### src/rtl/ioClkGenPkg.sv
package ioClkGenPkg;

    localparam int cfgWordWidth = 16;
    localparam int clkSelWidth = 2;
    localparam int divisorWidth = cfgWordWidth - clkSelWidth;

    // tick source on top, divisor below
    typedef struct packed {
        logic [clkSelWidth-1:0]  clkSel;
        logic [divisorWidth-1:0] divisor;
    } cfgFieldsT;

    typedef union packed {
        logic [cfgWordWidth-1:0] raw;
        cfgFieldsT               fields;
    } cfgWordT;

    // minor opcodes for i/o loads, anything else returns the whole word
    localparam logic [3:0] loadByteU = 4'b0000;
    localparam logic [3:0] loadHalfU = 4'b0001;
    localparam logic [3:0] loadByteS = 4'b0100;
    localparam logic [3:0] loadHalfS = 4'b0101;

    // tick source codes
    localparam logic [clkSelWidth-1:0] selSys = 2'd0;
    localparam logic [clkSelWidth-1:0] selSrc0 = 2'd1;
    localparam logic [clkSelWidth-1:0] selSrc1 = 2'd2;
    localparam logic [clkSelWidth-1:0] selSrc2 = 2'd3;

endpackage

### src/rtl/cfgQueueIf.sv
interface cfgQueueIf import ioClkGenPkg::*; ();

    // push side from the command port
    logic                    pushValid;
    logic                    pushReady;
    logic [cfgWordWidth-1:0] pushWord;

    // pop side into the divider
    logic                    popValid;
    logic                    popReady;
    logic [cfgWordWidth-1:0] popWord;

    modport writer (output pushValid, output pushWord, input pushReady);
    modport queue (input pushValid, input pushWord, input popReady,
                   output pushReady, output popValid, output popWord);
    modport reader (input popValid, input popWord, output popReady);

endinterface

### src/rtl/clkDivider.sv
module clkDivider import ioClkGenPkg::*; (
    input  logic                   divided_clk_src,
    input  logic                   rstN,
    input  logic                   clkEn,
    input  logic                   srcTick0,
    input  logic                   srcTick1,
    input  logic                   srcTick2,
    cfgQueueIf.reader              cfgQ,
    output logic                   dividedClk,
    output logic [clkSelWidth-1:0] dividedClkSel
);

    cfgWordT                 activeCfg;
    cfgWordT                 headCfg;
    logic [divisorWidth-1:0] divCount;
    logic                    selTick;
    logic                    tick;
    logic                    boundary;

    always_comb begin
        selTick = 1'b1;
        case (activeCfg.fields.clkSel)
            selSys:  selTick = 1'b1;
            selSrc0: selTick = srcTick0;
            selSrc1: selTick = srcTick1;
            selSrc2: selTick = srcTick2;
        endcase
    end

    assign tick = selTick && clkEn;
    assign boundary = tick && (divCount == activeCfg.fields.divisor);

    // new words are only taken at the end of a half period
    assign cfgQ.popReady = boundary;
    assign headCfg.raw = cfgQ.popWord;

    always_ff @(posedge divided_clk_src or negedge rstN) begin
        if (!rstN) begin
            activeCfg.raw <= '0;
            divCount <= '0;
            dividedClk <= 1'b0;
        end else if (boundary) begin
            divCount <= '0;
            dividedClk <= ~dividedClk;
            if (cfgQ.popValid) begin
                activeCfg <= headCfg;
            end
        end else if (tick) begin
            divCount <= divCount + 1'b1;
        end
    end

    assign dividedClkSel = activeCfg.fields.clkSel;

endmodule

### src/rtl/configPort.sv
module configPort import ioClkGenPkg::*; #(
    parameter int dataWidth = 16
) (
    input  logic                    divided_clk_src,
    input  logic                    rstN,
    input  logic                    clkEn,
    input  logic                    cmdValid,
    input  logic                    loadEn,
    input  logic [3:0]              minorOpcode,
    input  logic [dataWidth-1:0]    dataAddrOffset,
    input  logic [cfgWordWidth-1:0] configWord,
    input  logic [3:0]              regDest,
    input  logic                    respReady,
    output logic                    cmdReady,
    output logic                    respValid,
    output logic [3:0]              respRegDest,
    output logic [dataWidth-1:0]    respData,
    cfgQueueIf.writer               cfgQ
);

    cfgWordT cfgReg;
    logic    writeFire;

    // reads wait on the requester, writes wait on queue space
    assign cmdReady = loadEn ? respReady : cfgQ.pushReady;
    assign respValid = cmdValid && loadEn;
    assign writeFire = cmdValid && cmdReady && !loadEn && clkEn;

    // incoming word goes straight into the queue on the accepting edge
    assign cfgQ.pushValid = cmdValid && !loadEn && clkEn;
    assign cfgQ.pushWord = configWord;

    always_ff @(posedge divided_clk_src or negedge rstN) begin
        if (!rstN) begin
            cfgReg.raw <= '0;
        end else if (writeFire) begin
            cfgReg.raw <= configWord;
        end
    end

    loadAlign #(
        .dataWidth(dataWidth)
    ) align_i (
        .minorOpcode(minorOpcode),
        .dataAddr   (dataAddrOffset),
        .dataIn     (dataWidth'(cfgReg.raw)),
        .dataOut    (respData)
    );

    assign respRegDest = regDest;

endmodule

### src/rtl/configQueue.sv
module configQueue import ioClkGenPkg::*; #(
    parameter int queueDepth = 4
) (
    input logic      divided_clk_src,
    input logic      rstN,
    input logic      clkEn,
    cfgQueueIf.queue cfgQ
);

    localparam int ptrWidth = (queueDepth > 1) ? $clog2(queueDepth) : 1;
    localparam logic [ptrWidth-1:0] lastSlot = ptrWidth'(queueDepth - 1);

    cfgWordT             mem [queueDepth];
    logic [ptrWidth-1:0] wrPtr;
    logic [ptrWidth-1:0] rdPtr;
    logic [ptrWidth:0]   count;
    logic                pushFire;
    logic                popFire;

    assign cfgQ.pushReady = (count != (ptrWidth + 1)'(queueDepth));
    assign cfgQ.popValid = (count != '0);
    assign cfgQ.popWord = mem[rdPtr].raw;

    assign pushFire = cfgQ.pushValid && cfgQ.pushReady && clkEn;
    assign popFire = cfgQ.popValid && cfgQ.popReady && clkEn;

    always_ff @(posedge divided_clk_src or negedge rstN) begin
        if (!rstN) begin
            wrPtr <= '0;
            rdPtr <= '0;
            count <= '0;
            for (int i = 0; i < queueDepth; i++) begin
                mem[i].raw <= '0;
            end
        end else begin
            if (pushFire) begin
                mem[wrPtr].raw <= cfgQ.pushWord;
                wrPtr <= (wrPtr == lastSlot) ? '0 : wrPtr + 1'b1;
            end
            if (popFire) begin
                rdPtr <= (rdPtr == lastSlot) ? '0 : rdPtr + 1'b1;
            end
            // simultaneous push and pop leave the count alone
            if (pushFire && !popFire) begin
                count <= count + 1'b1;
            end else if (popFire && !pushFire) begin
                count <= count - 1'b1;
            end
        end
    end

endmodule

### src/rtl/ioClkGen.sv
module ioClkGen import ioClkGenPkg::*; #(
    parameter int dataWidth = 16,
    parameter int queueDepth = 4
) (
    input  logic                    divided_clk_src,
    input  logic                    rstN,
    input  logic                    clkEn,
    input  logic                    srcTick0,
    input  logic                    srcTick1,
    input  logic                    srcTick2,
    input  logic                    cmdValid,
    input  logic                    loadEn,
    input  logic [3:0]              minorOpcode,
    input  logic [dataWidth-1:0]    dataAddrOffset,
    input  logic [cfgWordWidth-1:0] configWord,
    input  logic [3:0]              regDest,
    input  logic                    respReady,
    output logic                    cmdReady,
    output logic                    respValid,
    output logic [3:0]              respRegDest,
    output logic [dataWidth-1:0]    respData,
    output logic                    dividedClk,
    output logic [clkSelWidth-1:0]  dividedClkSel
);

    cfgQueueIf cfgQ ();

    configPort #(
        .dataWidth(dataWidth)
    ) port_i (
        .divided_clk_src(divided_clk_src),
        .rstN           (rstN),
        .clkEn          (clkEn),
        .cmdValid       (cmdValid),
        .loadEn         (loadEn),
        .minorOpcode    (minorOpcode),
        .dataAddrOffset (dataAddrOffset),
        .configWord     (configWord),
        .regDest        (regDest),
        .respReady      (respReady),
        .cmdReady       (cmdReady),
        .respValid      (respValid),
        .respRegDest    (respRegDest),
        .respData       (respData),
        .cfgQ           (cfgQ.writer)
    );

    configQueue #(
        .queueDepth(queueDepth)
    ) queue_i (
        .divided_clk_src(divided_clk_src),
        .rstN           (rstN),
        .clkEn          (clkEn),
        .cfgQ           (cfgQ.queue)
    );

    clkDivider divider_i (
        .divided_clk_src(divided_clk_src),
        .rstN           (rstN),
        .clkEn          (clkEn),
        .srcTick0       (srcTick0),
        .srcTick1       (srcTick1),
        .srcTick2       (srcTick2),
        .cfgQ           (cfgQ.reader),
        .dividedClk     (dividedClk),
        .dividedClkSel  (dividedClkSel)
    );

endmodule

### src/rtl/loadAlign.sv
module loadAlign import ioClkGenPkg::*; #(
    parameter int dataWidth = 16
) (
    input  logic [3:0]           minorOpcode,
    input  logic [dataWidth-1:0] dataAddr,
    input  logic [dataWidth-1:0] dataIn,
    output logic [dataWidth-1:0] dataOut
);

    logic [7:0]              byteSel;
    logic [cfgWordWidth-1:0] halfSel;

    // the port is two bytes wide, so only address bit 0 matters
    assign byteSel = dataAddr[0] ? dataIn[15:8] : dataIn[7:0];
    assign halfSel = dataIn[cfgWordWidth-1:0];

    always_comb begin
        case (minorOpcode)
            loadByteU: begin
                dataOut = dataWidth'(byteSel);
            end
            loadByteS: begin
                dataOut = dataWidth'($signed(byteSel));
            end
            loadHalfU: begin
                dataOut = dataWidth'(halfSel);
            end
            loadHalfS: begin
                dataOut = dataWidth'($signed(halfSel));
            end
            default: begin
                // full word
                dataOut = dataIn;
            end
        endcase
    end

endmodule

### config.mk
export PLATFORM = sky130hd
export DESIGN_NAME = ioClkGen
export DESIGN_NICKNAME = d
export VERILOG_FILES = /design/src/rtl/ioClkGenPkg.sv /design/src/rtl/cfgQueueIf.sv /design/src/rtl/clkDivider.sv /design/src/rtl/configPort.sv /design/src/rtl/configQueue.sv /design/src/rtl/ioClkGen.sv /design/src/rtl/loadAlign.sv
export SDC_FILE = /design/constraint.sdc
export NUM_CORES = 1
export LEC_CHECK = 0
export ABC_AREA = 1
export BUFFER_PORTS_ARGS = -buffer_cell sky130_fd_sc_hd__buf_2
export CORE_ASPECT_RATIO = 1.25
export CORE_MARGIN = 10
export CORE_UTILIZATION = 37
export CTS_BUF_LIST = sky130_fd_sc_hd__clkbuf_4
export CTS_CLUSTER_SIZE = 12
export DETAILED_ROUTE_END_ITERATION = 12
export GPL_TIMING_DRIVEN = 0
export SYNTH_ARGS = -nofsm -noshare
export SYNTH_HDL_FRONTEND = slang
export SYNTH_SLANG_ARGS = --single-unit
### constraint.sdc
create_clock -name divided_clk_src -period 6.9 [get_ports divided_clk_src]
set_clock_uncertainty 0.2 [all_clocks]
set_input_delay 1.38 -clock divided_clk_src [delete_from_list [all_inputs] [get_ports divided_clk_src]]
set_output_delay 1.38 -clock divided_clk_src [all_outputs]
set_load 0.01 [all_outputs]
==> results of run 1 <==
tightest hold or removal path, delay by kind of cell (launching register included):
kind	cells	cell delay [ns]
AOI/OAI and AO/OA	1	0.06
DFF	1	0.36
and+or+nand+nor	1	0.05
worst min path at each step:
| stage | start | end | cells past startpoint |
|---|---|---|---|
| 2_1_floorplan | queue_i.mem[16] | queue_i.mem[16] | 2 |
| 3_3_place_gp | queue_i.mem[21] | queue_i.mem[21] | 2 |
| 3_5_place_dp | queue_i.mem[21] | queue_i.mem[21] | 2 |
| 4_1_cts | queue_i.mem[29] | queue_i.mem[29] | 2 |
| 5_1_grt | queue_i.mem[22] | queue_i.mem[22] | 2 |
| 6_report | queue_i.mem[45] | queue_i.mem[45] | 2 |
registers in the layout (all words and copies together) (netlist names):
signal                cells
divider_i.divCount       14
queue_i.wrPtr             2
queue_i.mem              64
queue_i.count             3
divider_i.dividedClk      1
divider_i.activeCfg      16
queue_i.rdPtr             2
port_i.cfgReg            16
stage by stage:
stage	cell area (um2)	total power (W)
floorplan	5900	0.00149
global placement	6440	0.00168
detailed placement	6470	0.00170
CTS	6780	0.00225
global route	6780	0.00240
finish	6780	0.00222
routing by layer:
layer,global-route usage [%],vias to the layer above
li1,-,2604
met1,17.3,2445
met2,26.3,109
met3,3.79,27
met4,5.16,0
met5,0,-
placed cells by master, fill, tap and decap left out, drive strengths merged, types with 4 or more instances in the layout:
cell      synthesis  routed
nor3              7       7
buf              23      78
inv              74      77
nand2           228     228
nor2             56      56
dfrtp           118     118
clkinvlp          0       4
xor2              4       4
o22ai            16      16
clkinv            1       6
clkbuf           18      35
ha                7       7
nand4            33      33
o21ai           138     138
nand3            19      19
cells by family after synthesis:
logic type      after synthesis  synth area share [%]
compound gates              157                  13.7
simple gates                347                  25.3
fa+ha+maj                     8                  1.82
buf+inv                     116                  8.25
flops                       118                  50.0
xor+xnor                      6                 0.890
final cells by class:
cell class                 count  area (um2)  area share, %
antenna                        1        2.50         0.0369
buffer                        41         203           2.99
clock buffer                  17         128           1.88
clock inverter                15         179           2.64
inverter                      75         284           4.19
multi-input combinational    518        2460           36.3
sequential                   118        2950           43.6
tap                          212         265           3.91
timing repair buffer          55         304           4.48
power breakdown:
group	total (W)	internal, W	switching (W)
Combinational	0.000593	0.000234	0.000359
Clock	0.000537	0.000253	0.000284
Sequential	0.00109	0.000931	0.000163
==> impl_metrics.yaml, run 1 <==
yosys:
  async_flop_share_pct: 100
  synth.area.top_cells: "dfrtp_1 50%, nand2_1 14%, o21ai_0 10%"
  yosysTopAreaCell: "dfrtp_1"
  yosys.area.top_type_share_pct: 50.0
  synth-seq-cells: 118
  yosys_warnings: 0
  netlist_area_um2: 5900
  syn_nets: 809
  synth_top_flop_cell: "dfrtp_1"
  postSynthAreaPerCell_um2: 7.85
  yosysSeqAreaShare_pct: 50.0
  synth_common_cells: "225 x nand2_1, 123 x o21ai_0, 118 x dfrtp_1, 61 x inv_1, 52 x nor2_1"
  synth_cells: 752
  synth.most_common_cell: "nand2_1"
  synthDistinctLibCells: 31
  synth-edff-count: 0
sta:
  whs_ns: 0.292
  post-route-min-period_ns: 4.11
  fin_tns_setup_ns: 0
  drv_slew: 0
  timing.fmax_mhz: 244
  setup_slack_ns: 2.79
  finalCritPeriodShare_pct: 59.5
  worst_pin_slew_ns: 0.567
  rsz0062_at_grt: "no"
  setup_violations: 0
  hold_viol: 0
  slew_headroom_pct: 62.2
die:
  die_area_um2: 21400
  start_util_pct: 37.8
  num_rows: 51
  io_pins: 74
  core_um2: 15600
  die_width_um: 133
  die_h_um: 161
worst_setup_path:
  crit_path_end_kind: "primary output"
  r2r_cells: 14
  r2r-start: "divider_i.activeCfg[15]"
  worstPathArrival_ns: 2.53
  crit_fanout: 10
  worstSetupPathType: "in2out"
  cp.required_ns: 5.32
  crit_chain: "buf_2 -> or2_1 -> nor2_1 -> buf_2 -> nand3_1 -> o21ai_0 -> buf_2"
  startpoint_type: "primary input"
  slowest_stage: "or2_1"
  critPathMostFrequentCell: "buf_2"
  crit_family: "simple AND/OR/NAND/NOR gates"
  rr_endpoint: "queue_i.count[2]"
  crit_start: "minorOpcode[1]"
  endpoint: "respData[13]"
  r2r_slack_ns: 4.11
  max_stage_delay_ns: 0.23
  cp_num_buf_inv: 3
  crit_cells: 7
place:
  dp.cells: 1019
  dp_hpwl_mm: 11.7
  place_ws_ns: 2.82
  port_buffers: 54
  finalWeightedCongestion: 0.836
detailed_routing:
  vias: 5185
  highest_layer: "met4"
  remaining_drc_errors: 0
  wl_met3_um: 606
  drt_iter0_drc: 315
  ant_nets: 0
  wl_met2_mm: 7.96
  wl_per_cell_um: 14.8
  first_pass_iters: 5
  met1_length_mm: 6.67
  via_per_inst: 4.93
  totalWireLength_mm: 15.6
power_and_ir_drop:
  p_leak_nw: 3.44
  p_per_area_nw_per_um2: 328
  max-vdd-ir-drop_v: 0.000171
global_route:
  grt-ovfl-total: 0
  antenna_found_initial: 1
  grt_pass1_vias: 5314
  grt_max_degree: 84
  grt_pass1_wl_mm: 26.2
  grt.total_usage_pct: 15.0
clock_network:
  clk_pin_slew_ns: 0.11
  holdBufCountCts: 0
  clockRootBuffer: "clkbuf_4"
  clk_latency_ns: 0.53
  clock-sinks: 118
  cts_resized: 0
  post-cts-setup-buffer-count: 0
  htreeDepth: 4
  cts_buffers: 17
  cts_buffer_depth: 2
  cts_tree: "done"
job:
  maxCapViolations: 0
layout:
  fill_cells: 1644
  drive_gt1_share_pct: 15.7
  nets: 883
  areaGrowthSynthToFinish_pct: 14.9
  final_cells: 1052
  final_core_utilization_pct: 43.4
hold_path:
  hold_path.class: "reg2reg"
run_status:
  status: "complete, no violations"
Power figures use the tool's default switching activity.
==> run 2, diff against run 1 <==
--- a/config.mk
+++ b/config.mk
@@ -5,7 +5,7 @@
 export SDC_FILE = /design/constraint.sdc
 export NUM_CORES = 1
 export LEC_CHECK = 0
-export ABC_AREA = 1
+export ABC_AREA = 0
 export BUFFER_PORTS_ARGS = -buffer_cell sky130_fd_sc_hd__buf_2
 export CORE_ASPECT_RATIO = 1.25
 export CORE_MARGIN = 10
==> constraint.sdc (replaced) <==
create_clock -name divided_clk_src -period 3.97 [get_ports divided_clk_src]
set_clock_uncertainty 0.2 [all_clocks]
set_input_delay 0.794 -clock divided_clk_src [delete_from_list [all_inputs] [get_ports divided_clk_src]]
set_output_delay 0.794 -clock divided_clk_src [all_outputs]
set_load 0.01 [all_outputs]
==> run 2 against run 1 <==
Effect of this change:
- sequential share of layout area rose by 2.5 points
- first-iteration DRC count down 61%
- global-route usage decreased by 2.3 points
- power up 71%
- critical path type unchanged
- critical endpoint is now respData[5]
- largest cell class unchanged
- highest routed layer unchanged
==> impl_metrics.yaml, run 2 <==
sta:
  rsz0062_at_grt: "no"
  post-route-min-period_ns: 3.65
  slew_headroom_pct: 36.0
  drv_slew: 0
  hold_viol: 0
  worst_pin_slew_ns: 0.958
  timing.fmax_mhz: 274
  setup_violations: 0
  fin_tns_setup_ns: 0
  finalCritPeriodShare_pct: 91.9
layout:
  drive_gt1_share_pct: 45.5
  fill_cells: 1381
  nets: 534
  largest_register_ffs: 64
  final_core_utilization_pct: 43.1
  seq_area_um2: 2950
  layout.cells.most_common_list: "118 x dfrtp_1, 100 x mux2_2, 55 x buf_2"
  multi_input_comb_area_um2: 2440
  areaGrowthSynthToFinish_pct: 15.1
  final_common_cell: "dfrtp_1"
  largest_register: "queue_i.mem"
  largestRegisters: "queue_i.mem: 64 flops, divider_i.activeCfg: 16 flops, port_i.cfgReg: 16 flops"
clock_network:
  clock-sinks: 118
  cts_buffer_depth: 2
  clk_latency_ns: 0.52
  cts_buffers: 17
  clockRootBuffer: "clkbuf_4"
  htreeDepth: 4
  holdBufCountCts: 1
  post-cts-setup-buffer-count: 0
  cts_tree: "done"
  cts_resized: 0
  clk_pin_slew_ns: 0.12
worst_setup_path:
  r2r_cells: 10
  crit_fanout: 10
  cp.required_ns: 2.98
  startpoint_type: "primary input"
  r2r_slack_ns: 0.54
  r2r-start: "divider_i.divCount[9]"
  crit_path_end_kind: "primary output"
  rr_endpoint: "queue_i.count[1]"
  crit_start: "minorOpcode[1]"
  worstPathArrival_ns: 2.65
  endpoint: "respData[5]"
  worstSetupPathType: "in2out"
global_route:
  grt-ovfl-total: 0
  grt_max_degree: 104
  grt.total_usage_pct: 12.7
  grt_pass1_wl_mm: 19.9
  grt_pass1_vias: 3753
  antenna_found_initial: 1
die:
  die_area_um2: 20400
  die_width_um: 130
  core_um2: 14900
  num_rows: 50
  start_util_pct: 37.4
  die_h_um: 157
  io_pins: 74
yosys:
  netlist_area_um2: 5570
  yosysTopAreaCell: "dfrtp_1"
  yosys_warnings: 0
  synth.most_common_cell: "dfrtp_1"
  postSynthAreaPerCell_um2: 13.9
  synth_common_cells: "118 x dfrtp_1, 100 x mux2_2, 20 x nand2_1, 17 x xor2_1, 16 x mux4_2"
  syn_nets: 459
  synth-seq-cells: 118
  synth.area.top_cells: "dfrtp_1 53%, mux2_2 20%, mux4_2 6.5%"
  yosys.area.top_type_share_pct: 53.0
  async_flop_share_pct: 100
  synthDistinctLibCells: 39
  synth_top_flop_cell: "dfrtp_1"
  yosysSeqAreaShare_pct: 53.0
  synth-edff-count: 0
  synth_cells: 402
job:
  maxCapViolations: 0
detailed_routing:
  vias: 3469
  wl_per_cell_um: 18.0
  ant_nets: 0
  drt_iter0_drc: 124
  totalWireLength_mm: 12.1
  via_per_inst: 5.15
  remaining_drc_errors: 0
  first_pass_iters: 5
place:
  port_buffers: 54
  dp_hpwl_mm: 8.86
  finalWeightedCongestion: 0.827
power_and_ir_drop:
  max-vdd-ir-drop_v: 0.000313
  p_leak_nw: 2.97
  p_per_area_nw_per_um2: 592
run_status:
  status: "complete, no violations"
hold_path:
  hold_path.class: "reg2reg"
run 2: cell count changes in the layout (fill, tap and decap cells not counted), sizes merged, moves of 8 or more:
cell and delta:
a21o +8, mux2 +109, nand3 -12, inv -59
o21ai -133, xor2 +13, o22ai -11, nand4 -28
buf -12, nand2 -208, mux4 +16, nor2 -48
run 2: logic make-up after synthesis:
family	count (synthesis)	share of synthesized area (%)
AO/OA/AOI/OAI	33	3.97
XOR/XNOR	18	2.83
adder cells (fa/ha/maj)	8	1.93
buffers and inverters	36	3.14
flip-flops	118	53.0
multiplexers	127	29.5
AND/OR/NAND/NOR	62	5.68
run 2: where the power goes:
part,internal [W],switching [W],total (W),leakage [nW]
Sequential,0.00164,0.000284,0.00192,1.45
Clock,0.000387,0.000496,0.000883,0.154
Combinational,0.000597,0.000395,0.000992,1.37
run 2: area by class of cell:
| type | instances | area share [%] |
|---|---|---|
| plain buffers | 24 | 2.03 |
| well taps | 182 | 3.55 |
| multi-input cells | 248 | 38.1 |
| diodes | 1 | 0.0390 |
| repair buffers | 56 | 4.90 |
| inverters | 12 | 0.702 |
| clock inverters | 15 | 2.61 |
| clock buffers | 17 | 1.99 |
| flip-flops and latches | 118 | 46.0 |
run 2: critical path, cell delays in order:
cell and delay, ns:
buf_2 0.09, or3_1 0.35, clkbuf_1 0.22, nor2_1 0.61, mux2_2 0.42, buf_2 0.15
run 2: per-stage QoR:
step	worst slack (ns)	instances	hold slack, ns	power, W	area [um2]
after floorplan	0.828	402	0.264	0.00260	5570
after CTS	0.293	672	0.279	0.00385	6410
after global placement	0.314	638	0.255	0.00287	6070
after detailed placement	0.315	639	0.262	0.00296	6100
after global routing	0.189	673	0.311	0.00404	6410
final	0.323	673	0.273	0.00379	6410
run 2: worst min path at each step:
stage | end | from | slack (ns) | depth (start not counted)
after floorplan | queue_i.count[2] | queue_i.count[2] | 0.26 | 1
after global placement | divider_i.dividedClk | divider_i.dividedClk | 0.25 | 1
after detailed placement | divider_i.dividedClk | divider_i.dividedClk | 0.26 | 1
after CTS | divider_i.dividedClk | divider_i.dividedClk | 0.28 | 1
after global routing | queue_i.mem[14] | configWord[14] | 0.31 | 2
final | divider_i.dividedClk | divider_i.dividedClk | 0.27 | 1
run 2: metal layers:
layer	vias to the layer above	track usage, %	wire, um
met1	1767	13.9	4870
met2	72	22.6	6510
li1	1617	-	-
met4	0	5.31	239
met3	13	3.13	503
met5	-	0	0
==> run 3, diff against run 2 <==
--- a/config.mk
+++ b/config.mk
@@ -6,7 +6,7 @@
 export NUM_CORES = 1
 export LEC_CHECK = 0
 export ABC_AREA = 0
-export BUFFER_PORTS_ARGS = -buffer_cell sky130_fd_sc_hd__buf_2
+export BUFFER_PORTS_ARGS = -buffer_cell sky130_fd_sc_hd__buf_4
 export CORE_ASPECT_RATIO = 1.25
 export CORE_MARGIN = 10
 export CORE_UTILIZATION = 37
==> run 3 against run 2 <==
Effect of this change:
- fmax down 0.94%
- clock-buffer cell count unchanged
- largest power group unchanged
- critical path depth unchanged
- hold slack better by 0.0022 ns
- clock power down 4.5%
- wire length down 0.74%
- cell area up 1.9%
- sequential cell count unchanged
- register-to-register slack about the same
- sequential share of layout area down 0.86 points
- critical path type unchanged
==> impl_metrics.yaml, run 3 (synthesis gave the netlist of run 2 again) <==
power_and_ir_drop:
  netSwitchingFraction_pct: 30.2
  max-vdd-ir-drop_v: 0.000368
  switching_power_w: 0.00115
  p_int_w: 0.00265
  pwr-share-seq_pct: 50.4
  p_total_w: 0.00380
  power_frac_comb_pct: 27.4
  p_per_area_nw_per_um2: 581
  p_leak_nw: 2.99
  p_clk_share_pct: 22.2
worst_setup_path:
  crit_family: "simple AND/OR/NAND/NOR gates"
  cp_num_buf_inv: 3
  worstPathArrival_ns: 2.69
  cp.required_ns: 2.98
  worstSetupPathType: "in2out"
  startpoint_type: "primary input"
  critPathMostFrequentCell: "buf_4"
  crit_fanout: 10
  crit_chain: "buf_4 -> or3_1 -> clkbuf_1 -> nor2_1 -> mux2_2 -> buf_4"
  slowest_stage: "nor2_1"
  max_stage_delay_ns: 0.63
  crit_path_end_kind: "primary output"
die:
  die_area_um2: 20400
  core_um2: 14900
  die_width_um: 130
  start_util_pct: 37.4
  io_pins: 74
  die_h_um: 157
  num_rows: 50
detailed_routing:
  remaining_drc_errors: 0
  drt_iter0_drc: 117
  wl_per_cell_um: 17.9
  totalWireLength_mm: 12.0
  first_pass_iters: 4
  vias: 3433
  via_per_inst: 5.10
  ant_nets: 0
sta:
  finalCritPeriodShare_pct: 92.7
  worst_pin_slew_ns: 0.976
  slew_headroom_pct: 34.8
  hold_viol: 0
  setup_violations: 0
  fin_tns_setup_ns: 0
  drv_slew: 0
  post-route-min-period_ns: 3.68
  rsz0062_at_grt: "no"
  timing.fmax_mhz: 272
clock_network:
  post-cts-setup-buffer-count: 0
  cts_buffers: 17
  clockRootBuffer: "clkbuf_4"
  cts_buffer_depth: 2
  holdBufCountCts: 1
  cts_resized: 0
  clock-sinks: 118
  clk_pin_slew_ns: 0.10
  clk_latency_ns: 0.50
  htreeDepth: 4
  cts_tree: "done"
hold_path:
  hold_path.class: "reg2reg"
job:
  maxCapViolations: 0
global_route:
  grt.total_usage_pct: 12.7
  grt_max_degree: 100
  grt-ovfl-total: 0
  antenna_found_initial: 1
  grt_pass1_vias: 3752
  grt_pass1_wl_mm: 20.0
layout:
  final_core_utilization_pct: 43.9
  largest_register: "queue_i.mem"
  drive_gt1_share_pct: 45.5
  fill_cells: 1389
  largestRegisters: "queue_i.mem: 64 flops, divider_i.activeCfg: 16 flops, port_i.cfgReg: 16 flops"
  layout.cells.most_common_list: "118 x dfrtp_1, 100 x mux2_2, 59 x buf_4"
  largest_register_ffs: 64
  nets: 534
  final_common_cell: "dfrtp_1"
  areaGrowthSynthToFinish_pct: 17.3
  fin_area_um2: 6540
run_status:
  status: "complete, no violations"
place:
  dpl_cell_area_um2: 6240
  port_buffers: 54
  dp_hpwl_mm: 8.91
  finalWeightedCongestion: 0.797
-- run 3: per-stage QoR --
| step | hold slack (ns) | cells | worst slack, ns |
|---|---|---|---|
| after floorplan | 0.264 | 402 | 0.828 |
| after global placement | 0.259 | 638 | 0.291 |
| after detailed placement | 0.268 | 639 | 0.287 |
| after CTS | 0.286 | 672 | 0.266 |
| after global routing | 0.288 | 673 | 0.144 |
| final | 0.276 | 673 | 0.288 |
-- run 3: worst paths after layout --
kind / start / endpoint / slack (ns) / depth (start not counted)
max: minorOpcode[1] / respData[4] / 0.29 / 6
min: divider_i.dividedClk / divider_i.dividedClk / 0.28 / 1
max reg2reg: divider_i.divCount[9] / queue_i.count[1] / 0.53 / 10
min reg2reg: divider_i.dividedClk / divider_i.dividedClk / 0.28 / 1
max in group asynchronous: rstN / queue_i.mem[33] / 2.36 / 3
min in group asynchronous: rstN / divider_i.divCount[8] / 0.48 / 2
-- run 3: worst register-to-register path, stage by stage (launching register included) --
cell,delay [ns]
dfrtp_1,0.48
xor2_1,0.17
nor4_1,0.33
nand4_1,0.37
or3_1,0.49
buf_6,0.16
buf_6,0.16
ha_1,0.23
inv_1,0.07
fa_1,0.41
mux2_2,0.27
-- run 3: layout make-up --
class	count	area [um2]	area share [%]
flip-flops and latches	118	2950	45.2
multi-input cells	248	2440	37.4
repair buffers	56	447	6.84
well taps	182	228	3.48
clock inverters	15	158	2.41
plain buffers	24	130	1.99
clock buffers	17	128	1.95
inverters	12	45.0	0.689
diodes	1	2.50	0.0383
-- run 3: power groups by stage --
| stage | Combinational (W) | Sequential, W | Clock, W |
|---|---|---|---|
| 2_1_floorplan | 0.000756 | 0.00184 | 0 |
| 3_3_place_gp | 0.00102 | 0.00191 | 0 |
| 3_5_place_dp | 0.00106 | 0.00194 | 0 |
| 4_1_cts | 0.00106 | 0.00191 | 0.000874 |
| 5_1_grt | 0.00116 | 0.00197 | 0.000934 |
| 6_report | 0.00104 | 0.00191 | 0.000843 |
-- run 3: per-layer routing --
layer,wire length [um],part of all wire [%],global-route usage (%),vias up
met2,6500,54,22.4,70
met4,192,1.6,4.99,0
li1,-,-,-,1608
met3,380,3.2,3.37,13
met1,4960,41,14.3,1742
met5,0,0,0,-
